`src/logic/fetch_pkg.sv`:
```
package fetch_pkg;

    // instruction and group sizes
    localparam int INSTRUCTION_WIDTH  = 32;
    localparam int SUPER_SCALAR_WIDTH = 2;           // max instructions handed to decode per cycle
    localparam int INSTR_BYTES        = INSTRUCTION_WIDTH / 8;

    // cache line geometry
    localparam int LINE_BYTES  = 16;
    localparam int OFFSET_BITS = $clog2(LINE_BYTES); // byte offset inside a line
    localparam int POS_BITS    = OFFSET_BITS + 1;    // byte position that may run past the line

    localparam int PC_WIDTH = 32;

    // issue width field, must be able to hold SUPER_SCALAR_WIDTH itself
    localparam int SLOT_BITS = $clog2(SUPER_SCALAR_WIDTH + 1);

    // fetch controller states
    typedef enum logic [1:0] {
        FS_IDLE     = 2'd0,  // ready for a pc
        FS_WAIT_L1I = 2'd1,  // miss request outstanding
        FS_DISCARD  = 2'd2   // flushed request outstanding, drop its response
    } fetch_state_e;

    // config register map
    typedef enum logic [0:0] {
        CFG_ENABLE = 1'b0,   // bit 0 is the fetch enable
        CFG_WIDTH  = 1'b1    // issue width limit
    } cfg_addr_e;

endpackage
```
`src/logic/fetch_top.sv`:
```
`timescale 1ns/1ns

module fetch_top (
    input  logic                                  clk_in,
    input  logic                                  rst_N_in,
    input  logic                                  flush_in,
    // predictor side
    input  logic                                  pc_valid,
    input  logic [fetch_pkg::PC_WIDTH-1:0]         pred_pc,
    output logic                                  fetch_ready,
    // L1I side
    output logic                                  l1i_req,
    output logic [fetch_pkg::PC_WIDTH-1:0]         l1i_addr,
    input  logic                                  l1i_valid,
    input  logic [7:0]                            l1i_line [fetch_pkg::LINE_BYTES-1:0],
    // config writes
    input  logic                                  cfg_we,
    input  fetch_pkg::cfg_addr_e                  cfg_addr,
    input  logic [7:0]                            cfg_wdata,
    // decode side
    output logic                                  fetch_valid,
    output logic [fetch_pkg::INSTRUCTION_WIDTH-1:0] fetched_instrs [fetch_pkg::SUPER_SCALAR_WIDTH-1:0],
    output logic [fetch_pkg::SUPER_SCALAR_WIDTH-1:0] slot_valid,
    output logic [fetch_pkg::PC_WIDTH-1:0]         fetch_pc
);
    import fetch_pkg::*;

    logic                          fill_en;
    logic [PC_WIDTH-1:0]           fill_addr;
    logic                          l0_hit;
    logic [7:0]                    l0_line [LINE_BYTES-1:0];
    logic [OFFSET_BITS-1:0]        req_offset;
    logic [INSTRUCTION_WIDTH-1:0]  l0_instrs [SUPER_SCALAR_WIDTH-1:0];
    logic [INSTRUCTION_WIDTH-1:0]  l1i_instrs [SUPER_SCALAR_WIDTH-1:0];
    logic [SUPER_SCALAR_WIDTH-1:0] l0_in_line;
    logic [SUPER_SCALAR_WIDTH-1:0] l1i_in_line;
    logic                          fetch_en;
    logic [SLOT_BITS-1:0]          issue_width;

    l0_line_buffer l0_buf (
        .clk_in(clk_in), .rst_N_in(rst_N_in), .lookup_pc(pred_pc),
        .fill_en(fill_en), .fill_addr(fill_addr), .fill_line(l1i_line),
        .l0_hit(l0_hit), .l0_line(l0_line)
    );

    // hit path aligns on the incoming pc
    line_aligner l0_align (
        .offset(pred_pc[OFFSET_BITS-1:0]), .line(l0_line),
        .instrs(l0_instrs), .in_line(l0_in_line)
    );

    // miss path aligns on the pc stored with the request
    line_aligner l1i_align (
        .offset(req_offset), .line(l1i_line),
        .instrs(l1i_instrs), .in_line(l1i_in_line)
    );

    fetch_cfg cfg (
        .clk_in(clk_in), .rst_N_in(rst_N_in), .cfg_we(cfg_we), .cfg_addr(cfg_addr),
        .cfg_wdata(cfg_wdata), .fetch_en(fetch_en), .issue_width(issue_width)
    );

    fetch_ctrl ctrl (
        .clk_in(clk_in), .rst_N_in(rst_N_in), .flush_in(flush_in),
        .pc_valid(pc_valid), .pred_pc(pred_pc),
        .fetch_en(fetch_en), .issue_width(issue_width),
        .l0_hit(l0_hit), .l0_instrs(l0_instrs), .l0_in_line(l0_in_line),
        .l1i_valid(l1i_valid), .l1i_instrs(l1i_instrs), .l1i_in_line(l1i_in_line),
        .fill_en(fill_en), .fill_addr(fill_addr), .req_offset(req_offset),
        .l1i_req(l1i_req), .l1i_addr(l1i_addr), .fetch_ready(fetch_ready),
        .fetch_valid(fetch_valid), .fetched_instrs(fetched_instrs),
        .slot_valid(slot_valid), .fetch_pc(fetch_pc)
    );

endmodule

```
`src/logic/fetch_ctrl.sv`:
```
`timescale 1ns/1ns

module fetch_ctrl (
    input  logic clk_in,
    input  logic rst_N_in,
    input  logic flush_in,
    input  logic pc_valid,
    input  logic [fetch_pkg::PC_WIDTH-1:0] pred_pc,
    input  logic fetch_en,
    input  logic [fetch_pkg::SLOT_BITS-1:0] issue_width,
    input  logic l0_hit,
    input  logic [fetch_pkg::INSTRUCTION_WIDTH-1:0] l0_instrs [fetch_pkg::SUPER_SCALAR_WIDTH-1:0],
    input  logic [fetch_pkg::SUPER_SCALAR_WIDTH-1:0] l0_in_line,
    input  logic l1i_valid,
    input  logic [fetch_pkg::INSTRUCTION_WIDTH-1:0] l1i_instrs [fetch_pkg::SUPER_SCALAR_WIDTH-1:0],
    input  logic [fetch_pkg::SUPER_SCALAR_WIDTH-1:0] l1i_in_line,
    output logic fill_en,
    output logic [fetch_pkg::PC_WIDTH-1:0] fill_addr,
    output logic [fetch_pkg::OFFSET_BITS-1:0] req_offset,
    output logic l1i_req,
    output logic [fetch_pkg::PC_WIDTH-1:0] l1i_addr,
    output logic fetch_ready,
    output logic fetch_valid,
    output logic [fetch_pkg::INSTRUCTION_WIDTH-1:0] fetched_instrs [fetch_pkg::SUPER_SCALAR_WIDTH-1:0],
    output logic [fetch_pkg::SUPER_SCALAR_WIDTH-1:0] slot_valid,
    output logic [fetch_pkg::PC_WIDTH-1:0] fetch_pc
);
    import fetch_pkg::*;

    fetch_state_e state, state_next;
    logic ready_q;                       // idle and out of reset
    logic [PC_WIDTH-1:0] req_pc;         // pc of the outstanding miss
    logic [SLOT_BITS-1:0] req_width;     // issue width seen when the miss was accepted
    logic accept, hit_go, miss_go, resp_ok, deliver;
    logic [SLOT_BITS-1:0] grp_width;
    logic [SUPER_SCALAR_WIDTH-1:0] grp_valid;
    logic [INSTRUCTION_WIDTH-1:0] grp_instrs [SUPER_SCALAR_WIDTH-1:0];

    assign fetch_ready = ready_q && fetch_en;
    assign accept  = pc_valid && fetch_ready && !flush_in;
    assign hit_go  = accept && l0_hit;
    assign miss_go = accept && !l0_hit;
    assign resp_ok = (state == FS_WAIT_L1I) && l1i_valid && !flush_in;  // live response
    assign deliver = hit_go || resp_ok;

    assign fill_en    = resp_ok;     // a flushed response never reaches the L0
    assign fill_addr  = req_pc;
    assign req_offset = req_pc[OFFSET_BITS-1:0];
    assign l1i_addr   = {req_pc[PC_WIDTH-1:OFFSET_BITS], {OFFSET_BITS{1'b0}}};

    always_comb begin
        state_next = state;
        case (state)
            FS_IDLE: if (miss_go) state_next = FS_WAIT_L1I;
            FS_WAIT_L1I: begin
                if (l1i_valid) state_next = FS_IDLE;          // flushed or not, request is done
                else if (flush_in) state_next = FS_DISCARD;
            end
            FS_DISCARD: if (l1i_valid) state_next = FS_IDLE;  // stale line dropped here
            default: state_next = FS_IDLE;
        endcase
    end

    // group build, the returning line wins over the L0
    assign grp_width = resp_ok ? req_width : issue_width;

    always_comb begin
        for (int i = 0; i < SUPER_SCALAR_WIDTH; i++) begin
            grp_valid[i] = (SLOT_BITS'(i) < grp_width) &&
                           (resp_ok ? l1i_in_line[i] : l0_in_line[i]);
            grp_instrs[i] = '0;  // slots cut by the width read as zero too
            if (grp_valid[i]) begin
                grp_instrs[i] = resp_ok ? l1i_instrs[i] : l0_instrs[i];
            end
        end
    end

    always_ff @(posedge clk_in) begin
        if (rst_N_in) begin
            state       <= FS_IDLE;
            ready_q     <= 1'b0;
            l1i_req     <= 1'b0;
            fetch_valid <= 1'b0;
        end else begin
            state       <= state_next;
            ready_q     <= (state_next == FS_IDLE);
            l1i_req     <= miss_go;    // one cycle pulse
            fetch_valid <= deliver;    // flush keeps this low
        end
    end

    always_ff @(posedge clk_in) begin
        if (miss_go) begin
            req_pc    <= pred_pc;
            req_width <= issue_width;
        end
        if (deliver) begin
            fetched_instrs <= grp_instrs;
            slot_valid     <= grp_valid;
            fetch_pc       <= resp_ok ? req_pc : pred_pc;
        end
    end

endmodule

```
`src/logic/fetch_cfg.sv`:
```
`timescale 1ns/1ns

module fetch_cfg (
    input  logic                           clk_in,
    input  logic                           rst_N_in,
    input  logic                           cfg_we,
    input  fetch_pkg::cfg_addr_e           cfg_addr,
    input  logic [7:0]                     cfg_wdata,
    output logic                           fetch_en,
    output logic [fetch_pkg::SLOT_BITS-1:0] issue_width
);
    import fetch_pkg::*;

    logic [SLOT_BITS-1:0] width_clamped;

    // keep the width in 1..SUPER_SCALAR_WIDTH whatever gets written
    always_comb begin
        if (cfg_wdata == 8'd0) begin
            width_clamped = SLOT_BITS'(1);
        end else if (cfg_wdata > 8'(SUPER_SCALAR_WIDTH)) begin
            width_clamped = SLOT_BITS'(SUPER_SCALAR_WIDTH);
        end else begin
            width_clamped = cfg_wdata[SLOT_BITS-1:0];
        end
    end

    always_ff @(posedge clk_in) begin
        if (rst_N_in) begin
            fetch_en    <= 1'b1;                        // fetch runs out of reset
            issue_width <= SLOT_BITS'(SUPER_SCALAR_WIDTH);
        end else if (cfg_we) begin
            case (cfg_addr)
                CFG_ENABLE: fetch_en    <= cfg_wdata[0];
                CFG_WIDTH:  issue_width <= width_clamped;
            endcase
        end
    end

endmodule

```
`src/logic/l0_line_buffer.sv`:
```
`timescale 1ns/1ns

module l0_line_buffer (
    input  logic                          clk_in,
    input  logic                          rst_N_in,
    input  logic [fetch_pkg::PC_WIDTH-1:0] lookup_pc,   // predicted pc being looked up
    input  logic                          fill_en,
    input  logic [fetch_pkg::PC_WIDTH-1:0] fill_addr,   // any address inside the filled line
    input  logic [7:0]                    fill_line [fetch_pkg::LINE_BYTES-1:0],
    output logic                          l0_hit,
    output logic [7:0]                    l0_line [fetch_pkg::LINE_BYTES-1:0]
);
    import fetch_pkg::*;

    logic [PC_WIDTH-OFFSET_BITS-1:0] tag;   // line address of the held line
    logic                            valid;

    // valid bit is the only state that needs clearing
    always_ff @(posedge clk_in) begin
        if (rst_N_in) begin
            valid <= 1'b0;
        end else if (fill_en) begin
            valid <= 1'b1;
        end
    end

    // tag and data are replaced as a whole on every fill
    always_ff @(posedge clk_in) begin
        if (fill_en) begin
            tag     <= fill_addr[PC_WIDTH-1:OFFSET_BITS];
            l0_line <= fill_line;
        end
    end

    // compare on the line address only, the offset picks slots later
    assign l0_hit = valid && (tag == lookup_pc[PC_WIDTH-1:OFFSET_BITS]);

endmodule

```
`src/logic/line_aligner.sv`:
```
`timescale 1ns/1ns

module line_aligner (
    input  logic [fetch_pkg::OFFSET_BITS-1:0]       offset,
    input  logic [7:0]                              line [fetch_pkg::LINE_BYTES-1:0],
    output logic [fetch_pkg::INSTRUCTION_WIDTH-1:0] instrs [fetch_pkg::SUPER_SCALAR_WIDTH-1:0],
    output logic [fetch_pkg::SUPER_SCALAR_WIDTH-1:0] in_line
);
    import fetch_pkg::*;

    for (genvar i = 0; i < SUPER_SCALAR_WIDTH; i++) begin : g_slot
        logic [POS_BITS-1:0] first_byte;
        logic [POS_BITS-1:0] last_byte;

        assign first_byte = {1'b0, offset} + POS_BITS'(i * INSTR_BYTES);
        assign last_byte  = first_byte + POS_BITS'(INSTR_BYTES - 1);

        // the slot counts only if its last byte still sits in this line
        assign in_line[i] = last_byte < POS_BITS'(LINE_BYTES);

        always_comb begin
            instrs[i] = '0;  // slots past the end read as zero, no wrap into the line start
            if (in_line[i]) begin
                for (int b = 0; b < INSTR_BYTES; b++) begin
                    // little endian, lowest address lands in the low byte
                    instrs[i][8*b +: 8] = line[first_byte[OFFSET_BITS-1:0] + OFFSET_BITS'(b)];
                end
            end
        end
    end

endmodule

```
`config.mk`:
```
export PLATFORM = sky130hd
export DESIGN_NAME = fetch_top
export DESIGN_NICKNAME = d
export VERILOG_FILES = /design/src/logic/fetch_pkg.sv /design/src/logic/fetch_top.sv /design/src/logic/fetch_ctrl.sv /design/src/logic/fetch_cfg.sv /design/src/logic/l0_line_buffer.sv /design/src/logic/line_aligner.sv
export SDC_FILE = /design/constraint.sdc
export NUM_CORES = 1
export LEC_CHECK = 0
export BUFFER_PORTS_ARGS = -buffer_cell sky130_fd_sc_hd__buf_4
export CORE_MARGIN = 4
export CORE_UTILIZATION = 25
export DETAILED_ROUTE_END_ITERATION = 16
export SLEW_MARGIN = 25
export SYNTH_ARGS = -nofsm -noshare
export SYNTH_HDL_FRONTEND = slang
export SYNTH_SLANG_ARGS = --single-unit
```
`constraint.sdc`:
```
create_clock -name clk_in -period 9.4 [get_ports clk_in]
set_input_delay 0.47 -clock clk_in [delete_from_list [all_inputs] [get_ports clk_in]]
set_output_delay 0.47 -clock clk_in [all_outputs]
set_load 0.05 [all_outputs]
```
# Yosys cells after proc, flatten, opt, wreduce, memory -nomap -nowiden
# Index checks and enable logic that the tools add are counted.
# word_totals
regBits	297
latchBits	0
mem_bits_rw	0
mem_bits_ro	0
inputBits	175
out_inout_bits	133
memories	0
# classes
addsub	18
mul	0
n_div	0
n_lt_le_gt_ge	23
n_eq_ne	3
shift	0
n_mux	49
n_bitwise	1
n_reduce_logical	18
# op_table
operator	count
$bmux 8 s4	16
$mux 32	7
$mux 8	16
$lt 4x5->1 const B	16
$add 4x2->4 const B	8
$eq 28x28->1	1
$lt 5x5->1 const B	4
$add 4x1->4 const B	4
$mux 2	7
$add 4x2->5 const B	2
$add 4x3->5 const B	2
$add 5x2->5 const B	2
$logic_and 1x1->1	10
$gt 8x2->1 const B	1
$logic_not 8->1	1
$pmux 2 s3	1
$logic_not 2->1	2
$lt 1x2->1 const A	2
$reduce_and 2->1	2
$eq 2x1->1 const B	1
$eq 2x2->1 const B	1
$logic_not 1->1	2
$mux 1	2
$logic_or 1x1->1	1
$not 1->1	1

# Longest topological paths before layout
# Gate-level depths: netlist of run 1.
# logic_depth
word_depth	7
ltp_mapped	14
depth_no_buf	8

# Modules after synthesis
# A second synthesis of run 1 with hierarchy kept.
# unflattened
cells_unflattened	1567
hier_area_um2	21824.7
# by_module_without_submodules
mod	n_inst	cells_per_inst	area_per_inst_um2
line_aligner	2	412	5297.6
fetch_ctrl	1	533	6063.3
l0_line_buffer	1	197	5023.6
fetch_cfg	1	13	142.6

# Least setup slack after synthesis of run 1
# Ideal clock, no wire load.
# synth_timing
path_type	in2reg
start	input flush_in
end	register ctrl.fetch_pc[0] in the netlist's numbering, data pin
setup_time_ns	0.476
arrival_ns	5.790
required_time_ns	8.924
slack_ns	3.134
path_stages	6
n_path_buf	3
cell_sequence	inv_1 -> and3_1 -> buf_4 -> clkbuf_1 -> clkbuf_1 -> o21ai_0
# synth_via
elab_chain_cells	3
# synth_lines
element	line	rtl
start: declaration	fetch_top.sv:6	input logic flush_in,
$logic_not 1->1	fetch_ctrl.sv:43	assign resp_ok = (state == FS_WAIT_L1I) && l1i_valid && !flush_in;
$logic_and 1x1->1	fetch_ctrl.sv:43	
via ctrl.fill_en	fetch_ctrl.sv:17	output logic fill_en,
$mux 32	fetch_ctrl.sv:100	fetch_pc <= resp_ok ? req_pc : pred_pc;
end signal: assignment	fetch_ctrl.sv:100	
end: declaration	fetch_ctrl.sv:26	output logic [fetch_pkg::PC_WIDTH-1:0] fetch_pc
# The timed path passes the listed nets, and every way through them passes these cells.
# A chain may end at the register's enable or synchronous reset.

# Worst setup path after layout of run 1
# layout_timing
start	register ctrl.state[0]
end	register ctrl.fetched_instrs[40] in the netlist's numbering, data pin
# layout_via
elab_chain_cells	6
word_cells_on_any_way	8
classes_between	order compare (1); eq/ne (1); mux (3); reduce/logical (3)
# layout_lines
element	line	rtl
start: declaration	fetch_ctrl.sv:30	fetch_state_e state, state_next;
start signal: assignment	fetch_ctrl.sv:85	state <= state_next;
$eq 2x1->1 *	fetch_ctrl.sv:43	
$logic_and 1x1->1 * (2 in series)	fetch_ctrl.sv:43	
$mux 2	fetch_ctrl.sv:65	assign grp_width = resp_ok ? req_width : issue_width;
$lt 1x2->1	fetch_ctrl.sv:69	grp_valid[i] = (SLOT_BITS'(i) < grp_width) &&
$logic_and 1x1->1	fetch_ctrl.sv:69	
end signal: assignment	fetch_ctrl.sv:98	fetched_instrs <= grp_instrs;
end: declaration	fetch_ctrl.sv:24	output logic [fetch_pkg::INSTRUCTION_WIDTH-1:0] fetched_instrs [fetch_pkg::SUPER_SCALAR_WIDTH-1:0],
# Every way passes the cells marked *; elsewhere a longest branch is shown, timed or not.

==> flow_metrics.py, run 1 <==
metrics = {
    "timing": {
        "setup_tns_ps": 0,
        "drv_slew": 0,
        "finalClockSkew_ps": 38.7,
        "tightestPinTransition_ps": 1310,
        "maxSlewHeadroom": 0.127,
        "setup_violations": 0,
        "hold_violations": 0,
        "min_period_ps": 4500,
        "setup_slack_ps": 4900,
        "finalCritPeriodShare": 0.478,
        "grt_setup_unrepaired": "no",
        "max_freq_mhz": 222,
    },
    "critical_path": {
        "critical_path_buf_inv_count": 1,
        "crit_arrival_ps": 4920,
        "required_ps": 9830,
        "cp-endpoint": "ctrl.fetched_instrs[40]",
        "cpMaxStageDelayCell": "nand3_1",
        "worstPathCellList": "nor2b_2 > and3_4 > buf_4 > nand3_1 > or2_2 > o22ai_1 > a21o_1",
        "rr_endpoint": "ctrl.fetched_instrs[40]",
        "cp_top_family": "simple AND/OR/NAND/NOR gates",
        "crit_type": "flip-flop to flip-flop",
        "ff2ff_path_depth": 7,
        "endpoint_kind": "flip-flop",
        "cp_max_fo": 77,
        "reg2reg_slack_ps": 4900,
        "slowest_delay_ps": 950,
        "cp-start-kind": "flip-flop",
        "crit_path_start": "ctrl.state[0]",
        "rr_startpoint": "ctrl.state[0]",
        "cp.depth": 7,
    },
    "job": {
        "max-cap-violations": 0,
    },
    "synth": {
        "ys_types": 47,
        "syn-instance-count": 1344,
        "synth_area_mm2": 0.0206,
        "synth_edf_count": 288,
        "ys_seq_area_frac": 0.429,
        "ys_warn_count": 0,
        "synth-main-ff-cell": "edfxtp_1",
        "async_reset_ff_frac": 0,
        "syn_avg_cell_area_um2": 15.3,
        "ys_ff_latch": 297,
    },
    "layout": {
        "area_delta_synth_final_pct": 21.1,
        "final_common_cell": "buf_4",
        "instances_no_fill": 2673,
        "final_cell_mix": "buf_4 (325), mux4_2 (293), edfxtp_1 (288)",
        "nets": 1769,
        "final_layout_size_suffix_gt1_frac": 0.469,
    },
    "floorplanning": {
        "num_io_pins": 308,
        "fp.dieH_um": 295,
        "die_w_um": 295,
        "core_mm2": 0.0811,
        "placement_rows": 104,
        "start_util": 0.254,
        "die_area_mm2": 0.0870,
    },
    "routing": {
        "drc": 0,
        "post_drt_wl_per_cell_um": 29.2,
        "first_iter_violations": 1877,
        "routed_wirelength_um": 78100,
        "num_vias": 14995,
        "firstDrtPassIters": 5,
        "final_antenna_net_count": 0,
        "viasPerCell": 5.61,
    },
    "clock_tree": {
        "cts-resized-gates": 0,
        "cts.reportedPaths.clkPinSlew_ps": 60,
        "cts_buffer_depth": 3,
        "clock-root-buffer": "clkbuf_16",
        "clock_latency_ps": 590,
        "cts_buffers": 37,
        "cts_tree": "yes",
        "cts_setup_buffers": 0,
        "cts_hold_buf": 0,
        "cts_sinks": 297,
        "htree_num_levels": 2,
    },
    "hold_path": {
        "min-delay-start": "l1i_line[89]",
        "hold_class": "input port to flip-flop",
    },
    "global_route": {
        "grt_max_degree": 136,
        "gr-total-overflow": 0,
        "grt_pass1_vias": 14852,
        "grt_pass1_wl_um": 110000,
        "grt_usage": 0.174,
        "antenna_found_initial": 9,
    },
    "pwr": {
        "ir_drop_v": 0.0000965,
        "p_per_area_mw_per_mm2": 146,
        "cellLeakagePower_nw": 8.94,
    },
    "placed_design": {
        "dp_hpwl_um": 56300,
        "gp_congestion": 0.914,
        "place_ws_ps": 4880,
        "io_buffers": 303,
        "dp_cells": 2599,
    },
    "run_status": {
        "outcome": "complete, no violations",
    },
}
flip-flops by register name (all words and copies together) (netlist names), 2 cells and up:
signal               count
cfg.issue_width          2
ctrl.fetch_pc           32
ctrl.fetched_instrs     64
ctrl.fill_addr          32
ctrl.req_width           2
ctrl.slot_valid          2
ctrl.state               2
l0_buf.l0_line         128
l0_buf.tag              28
report_power, final:
part           total [mW]  internal, mW  switching (mW)
clock                1.38         0.774           0.607
combinational       0.765         0.346           0.419
sequential           1.49          1.48          0.0113
total                3.63          2.60            1.04
cells by family (layout without fill, tap and decap cells):
| group | Yosys count | count (layout) | share of synthesized area |
|---|---|---|---|
| xor+xnor | 46 | 46 | 0.0203 |
| other cells | 1 | 10 | 0.000182 |
| compound gates | 181 | 181 | 0.0544 |
| buf+inv | 149 | 409 | 0.0404 |
| mux | 455 | 455 | 0.402 |
| flops | 297 | 297 | 0.429 |
| fa+ha+maj | 16 | 16 | 0.00972 |
| simple gates | 199 | 199 | 0.0439 |
cell usage after synthesis, drive strengths merged (9+ instances only):
cell type	instances	area (µm²)
o22ai	57	357
xnor2	15	131
mux4	293	6600
dfxtp	9	180
inv	13	48.8
ha	16	200
nor2	22	82.6
a21oi	71	355
mux2i	112	1120
or3	11	68.8
xor2	31	287
buf	111	688
clkbuf	25	93.8
nand2	121	459
a21o	37	278
mux2	50	563
edfxtp	288	8650
layout make-up:
cell class              instances  area [µm²]
repair buffers                328        2480
fillers                      7977       56100
clock inverters                25         190
flip-flops and latches        297        8830
inverters                      13        48.8
clock buffers                  43         968
multi-input cells             901       11100
diodes                          6        15.0
well taps                    1060        1330
metal layers:
| layer | track usage | part of all wire | up-vias |
|---|---|---|---|
| met1 | 0.221 | 0.38 | 7802 |
| met3 | 0.0497 | 0.11 | 165 |
| met2 | 0.287 | 0.47 | 954 |
| met5 | 0 | 0.00036 | - |
| met4 | 0.0618 | 0.039 | 4 |
| li1 | - | - | 6070 |
metrics by stage:
step                instance area [µm²]   util  hold WS [ps]  total power, mW
finish                            24900  0.307          92.2             3.63
global route                      24900  0.307          84.9             3.75
CTS                               24900  0.307          61.5             3.65
detailed placement                23700  0.293           461             2.27
global placement                  23700  0.293           460             2.25
floorplan                         20600      -           432             2.00
how the worst min path moves through the flow:
stage	to	slack [ps]	cells past startpoint
floorplan	ctrl.req_width[0]	430	0
global placement	l0_buf.tag[3]	460	0
detailed placement	l0_buf.valid	460	2
CTS	l0_buf.l0_line[89]	60	1
global route	ctrl.fill_addr[24]	80	1
finish	l0_buf.l0_line[89]	90	1
Note: power is estimated with default switching activity, not from simulation.
==> run 2: changes to the inputs <==
ABC_AREA = 1   (was unset)
clock period = 3.6 ns   (was 9.4 ns; I/O delays follow)
==> flow_metrics.py, run 2 <==
metrics = {
    "pwr": {
        "p_per_area_mw_per_mm2": 378,
        "ir_drop_v": 0.000240,
        "pwr-share-comb": 0.256,
        "switchingPower_mw": 3.46,
        "cellLeakagePower_nw": 12.2,
        "power_frac_seq": 0.367,
        "p_clk_frac": 0.377,
        "sw_frac_of_total": 0.325,
        "p_total_mw": 10.6,
        "p_int_mw": 7.18,
    },
    "timing": {
        "min_period_ps": 2870,
        "grt_setup_unrepaired": "no",
        "setup_tns_ps": 0,
        "tightestPinTransition_ps": 1210,
        "finalClockSkew_ps": 36.3,
        "hold_violations": 0,
        "setup_violations": 0,
        "maxSlewHeadroom": 0.182,
        "finalCritPeriodShare": 0.796,
        "drv_slew": 0,
        "max_freq_mhz": 349,
    },
    "routing": {
        "firstDrtPassIters": 7,
        "drc": 0,
        "post_drt_wl_per_cell_um": 23.6,
        "routed_wirelength_um": 109000,
        "num_vias": 24241,
        "final_antenna_net_count": 0,
        "first_iter_violations": 3627,
        "viasPerCell": 5.24,
    },
    "layout": {
        "nFillCells": 9304,
        "nets": 3636,
        "regMostFlops": "l0_buf.l0_line",
        "final_layout_size_suffix_gt1_frac": 0.194,
        "reg_top3": "l0_buf.l0_line x128, ctrl.fetched_instrs x64",
        "final_common_cell": "nand2_1",
        "largest_register_ffs": 128,
        "final_core_util": 0.324,
        "area_delta_synth_final_pct": 28.2,
        "final_cell_mix": "nand2_1 (1,027), nand3_1 (756), buf_4 (369)",
        "postLayoutCellArea_mm2": 0.0282,
    },
    "global_route": {
        "grt_pass1_wl_um": 155000,
        "antenna_found_initial": 5,
        "grt_usage": 0.224,
        "grt_pass1_vias": 22278,
        "gr-total-overflow": 0,
        "grt_max_degree": 133,
    },
    "synth": {
        "synthTopCellsByArea": "edfxtp_1 (39%), nand2_1 (18%), nand3_1 (17%)",
        "synth_commonest_cells": "nand2_1 (1,028), nand3_1 (756), edfxtp_1 (288), o21ai_0 (197), or2_2 (165)",
        "synth_mux_area_frac": 0,
        "synth-main-ff-cell": "edfxtp_1",
        "async_reset_ff_frac": 0,
        "ys_seq_area_frac": 0.402,
        "syn_avg_cell_area_um2": 7.13,
        "synth_adder_area_share": 0.00911,
        "synth_area_mm2": 0.0220,
        "ys_ff_latch": 297,
        "synth_top_family_by_area": "simple AND/OR/NAND/NOR gates",
        "ys_warn_count": 0,
        "yosys.area.top_type_share": 0.393,
        "synth_edf_count": 288,
        "synth_compound_area_frac": 0.0922,
        "ys_types": 41,
        "synth-xor-area-share": 0.0123,
        "synth_area_leader_cell": "edfxtp_1",
        "syn-instance-count": 3084,
        "synthSimpleGateAreaFrac": 0.402,
        "yosysMostFrequentCell": "nand2_1",
    },
    "clock_tree": {
        "htree_num_levels": 2,
        "cts_buffer_depth": 3,
        "cts.reportedPaths.clkPinSlew_ps": 60,
        "cts_tree": "yes",
        "cts_sinks": 297,
        "cts_buffers": 36,
        "clock_latency_ps": 570,
        "clock-root-buffer": "clkbuf_16",
    },
    "placed_design": {
        "post_dp_cell_area_mm2": 0.0253,
        "gp_congestion": 0.974,
        "io_buffers": 303,
        "dp_hpwl_um": 82500,
    },
    "critical_path": {
        "worstPathCellList": "clkinv_2 > buf_4 > o21ai_0 > nand2_1 > nand3_1 > nand2_1 > nand2_1 > nand2_1 > nand2_1 > a21oi_1",
        "crit_type": "flip-flop to flip-flop",
        "cpMostUsedCell": "nand2_1",
        "slowest_delay_ps": 1020,
        "required_ps": 3900,
        "endpoint_kind": "flip-flop",
        "cp_max_fo": 50,
        "cp-start-kind": "flip-flop",
        "crit_arrival_ps": 3160,
        "cpMaxStageDelayCell": "o21ai_0",
    },
    "hold_path": {
        "hold_class": "input port to flip-flop",
    },
    "floorplanning": {
        "fp.dieH_um": 305,
        "num_io_pins": 308,
        "die_w_um": 305,
        "placement_rows": 108,
        "core_mm2": 0.0870,
        "start_util": 0.253,
        "die_area_mm2": 0.0928,
    },
    "job": {
        "max-cap-violations": 0,
    },
    "run_status": {
        "outcome": "complete, no violations",
    },
}
==> run 2: changes by cell type in the layout (fill, tap and decap cells not counted), moves of 160 or more <==
cell	before	now
nand2_1	119	1027
nand3_1	2	756
mux4_2	293	0
o21ai_0	5	194
dlygate4sd3_1	0	167
or2_2	5	165
==> run 2: per-stage QoR <==
step           worst slack, ps  cells  hold slack, ps
2_1_floorplan             72.0   3087             249
3_3_place_gp               897   4395             369
3_5_place_dp               898   4395             371
4_1_cts                    931   4625            3.57
5_1_grt                    715   4626            32.8
6_report                   734   4627            40.5
==> run 2: final timing paths <==
check             slack [ps]                 endpoint  cells after the start                from
hold reg to reg          430        ctrl.req_width[1]                      0  cfg.issue_width[1]
setup / recovery         730  ctrl.fetched_instrs[40]                     10   ctrl.fill_addr[0]
hold / removal            40       cfg.issue_width[1]                      5        cfg_wdata[3]
setup reg to reg         730  ctrl.fetched_instrs[40]                     10   ctrl.fill_addr[0]
==> run 2: final cells by class <==
class	count	area, µm²	area share
Inverter	178	682	0.0242
Sequential cell	297	8830	0.313
Clock buffer	44	962	0.0341
Timing Repair Buffer	544	4600	0.163
Tap cell	1155	1450	0.0513
Multi-Input combinational cell	2388	11400	0.404
Antenna cell	2	5.00	0.000178
Clock inverter	19	283	0.0100
==> run 2: cell families (layout without fill, tap and decap cells) <==
kind of cell | count (synthesis) | count (layout)
AND/OR/NAND/NOR | 1981 | 1981
buffers and inverters | 402 | 785
AO/OA/AOI/OAI | 368 | 368
flip-flops | 297 | 297
XOR/XNOR | 19 | 19
adder cells (fa/ha/maj) | 16 | 16
other | 1 | 6
==> run 2: worst max-delay path, delay by kind of cell, from the launching register on <==
family          cells  cell delay (ps)
compound gates      2             1080
buf+inv             2              450
simple gates        6              570
flops               1              470
==> run 2: power groups by stage <==
stage | Sequential [mW] | Combinational (mW) | Clock, mW
after floorplan | 4.01 | 1.46 | 0
after global placement | 3.98 | 2.48 | 0
after CTS | 3.91 | 2.64 | 4.09
after detailed placement | 3.98 | 2.48 | 0
after global routing | 3.91 | 2.91 | 4.21
final | 3.91 | 2.73 | 4.01
==> run 2: per-layer routing <==
metal,part of all wire,GRT usage,up-vias
met5,0.00012,0,-
met4,0.036,0.0697,2
met3,0.12,0.0645,204
met2,0.43,0.345,1627
met1,0.40,0.305,11340
li1,-,-,11068
==> run 2: repair_timing <==
action                    in CTS  in global routing
buffers inserted               0                  0
hold buffers                 167                  0
resized for setup              0                  0
hold endpoints to repair     187                  0
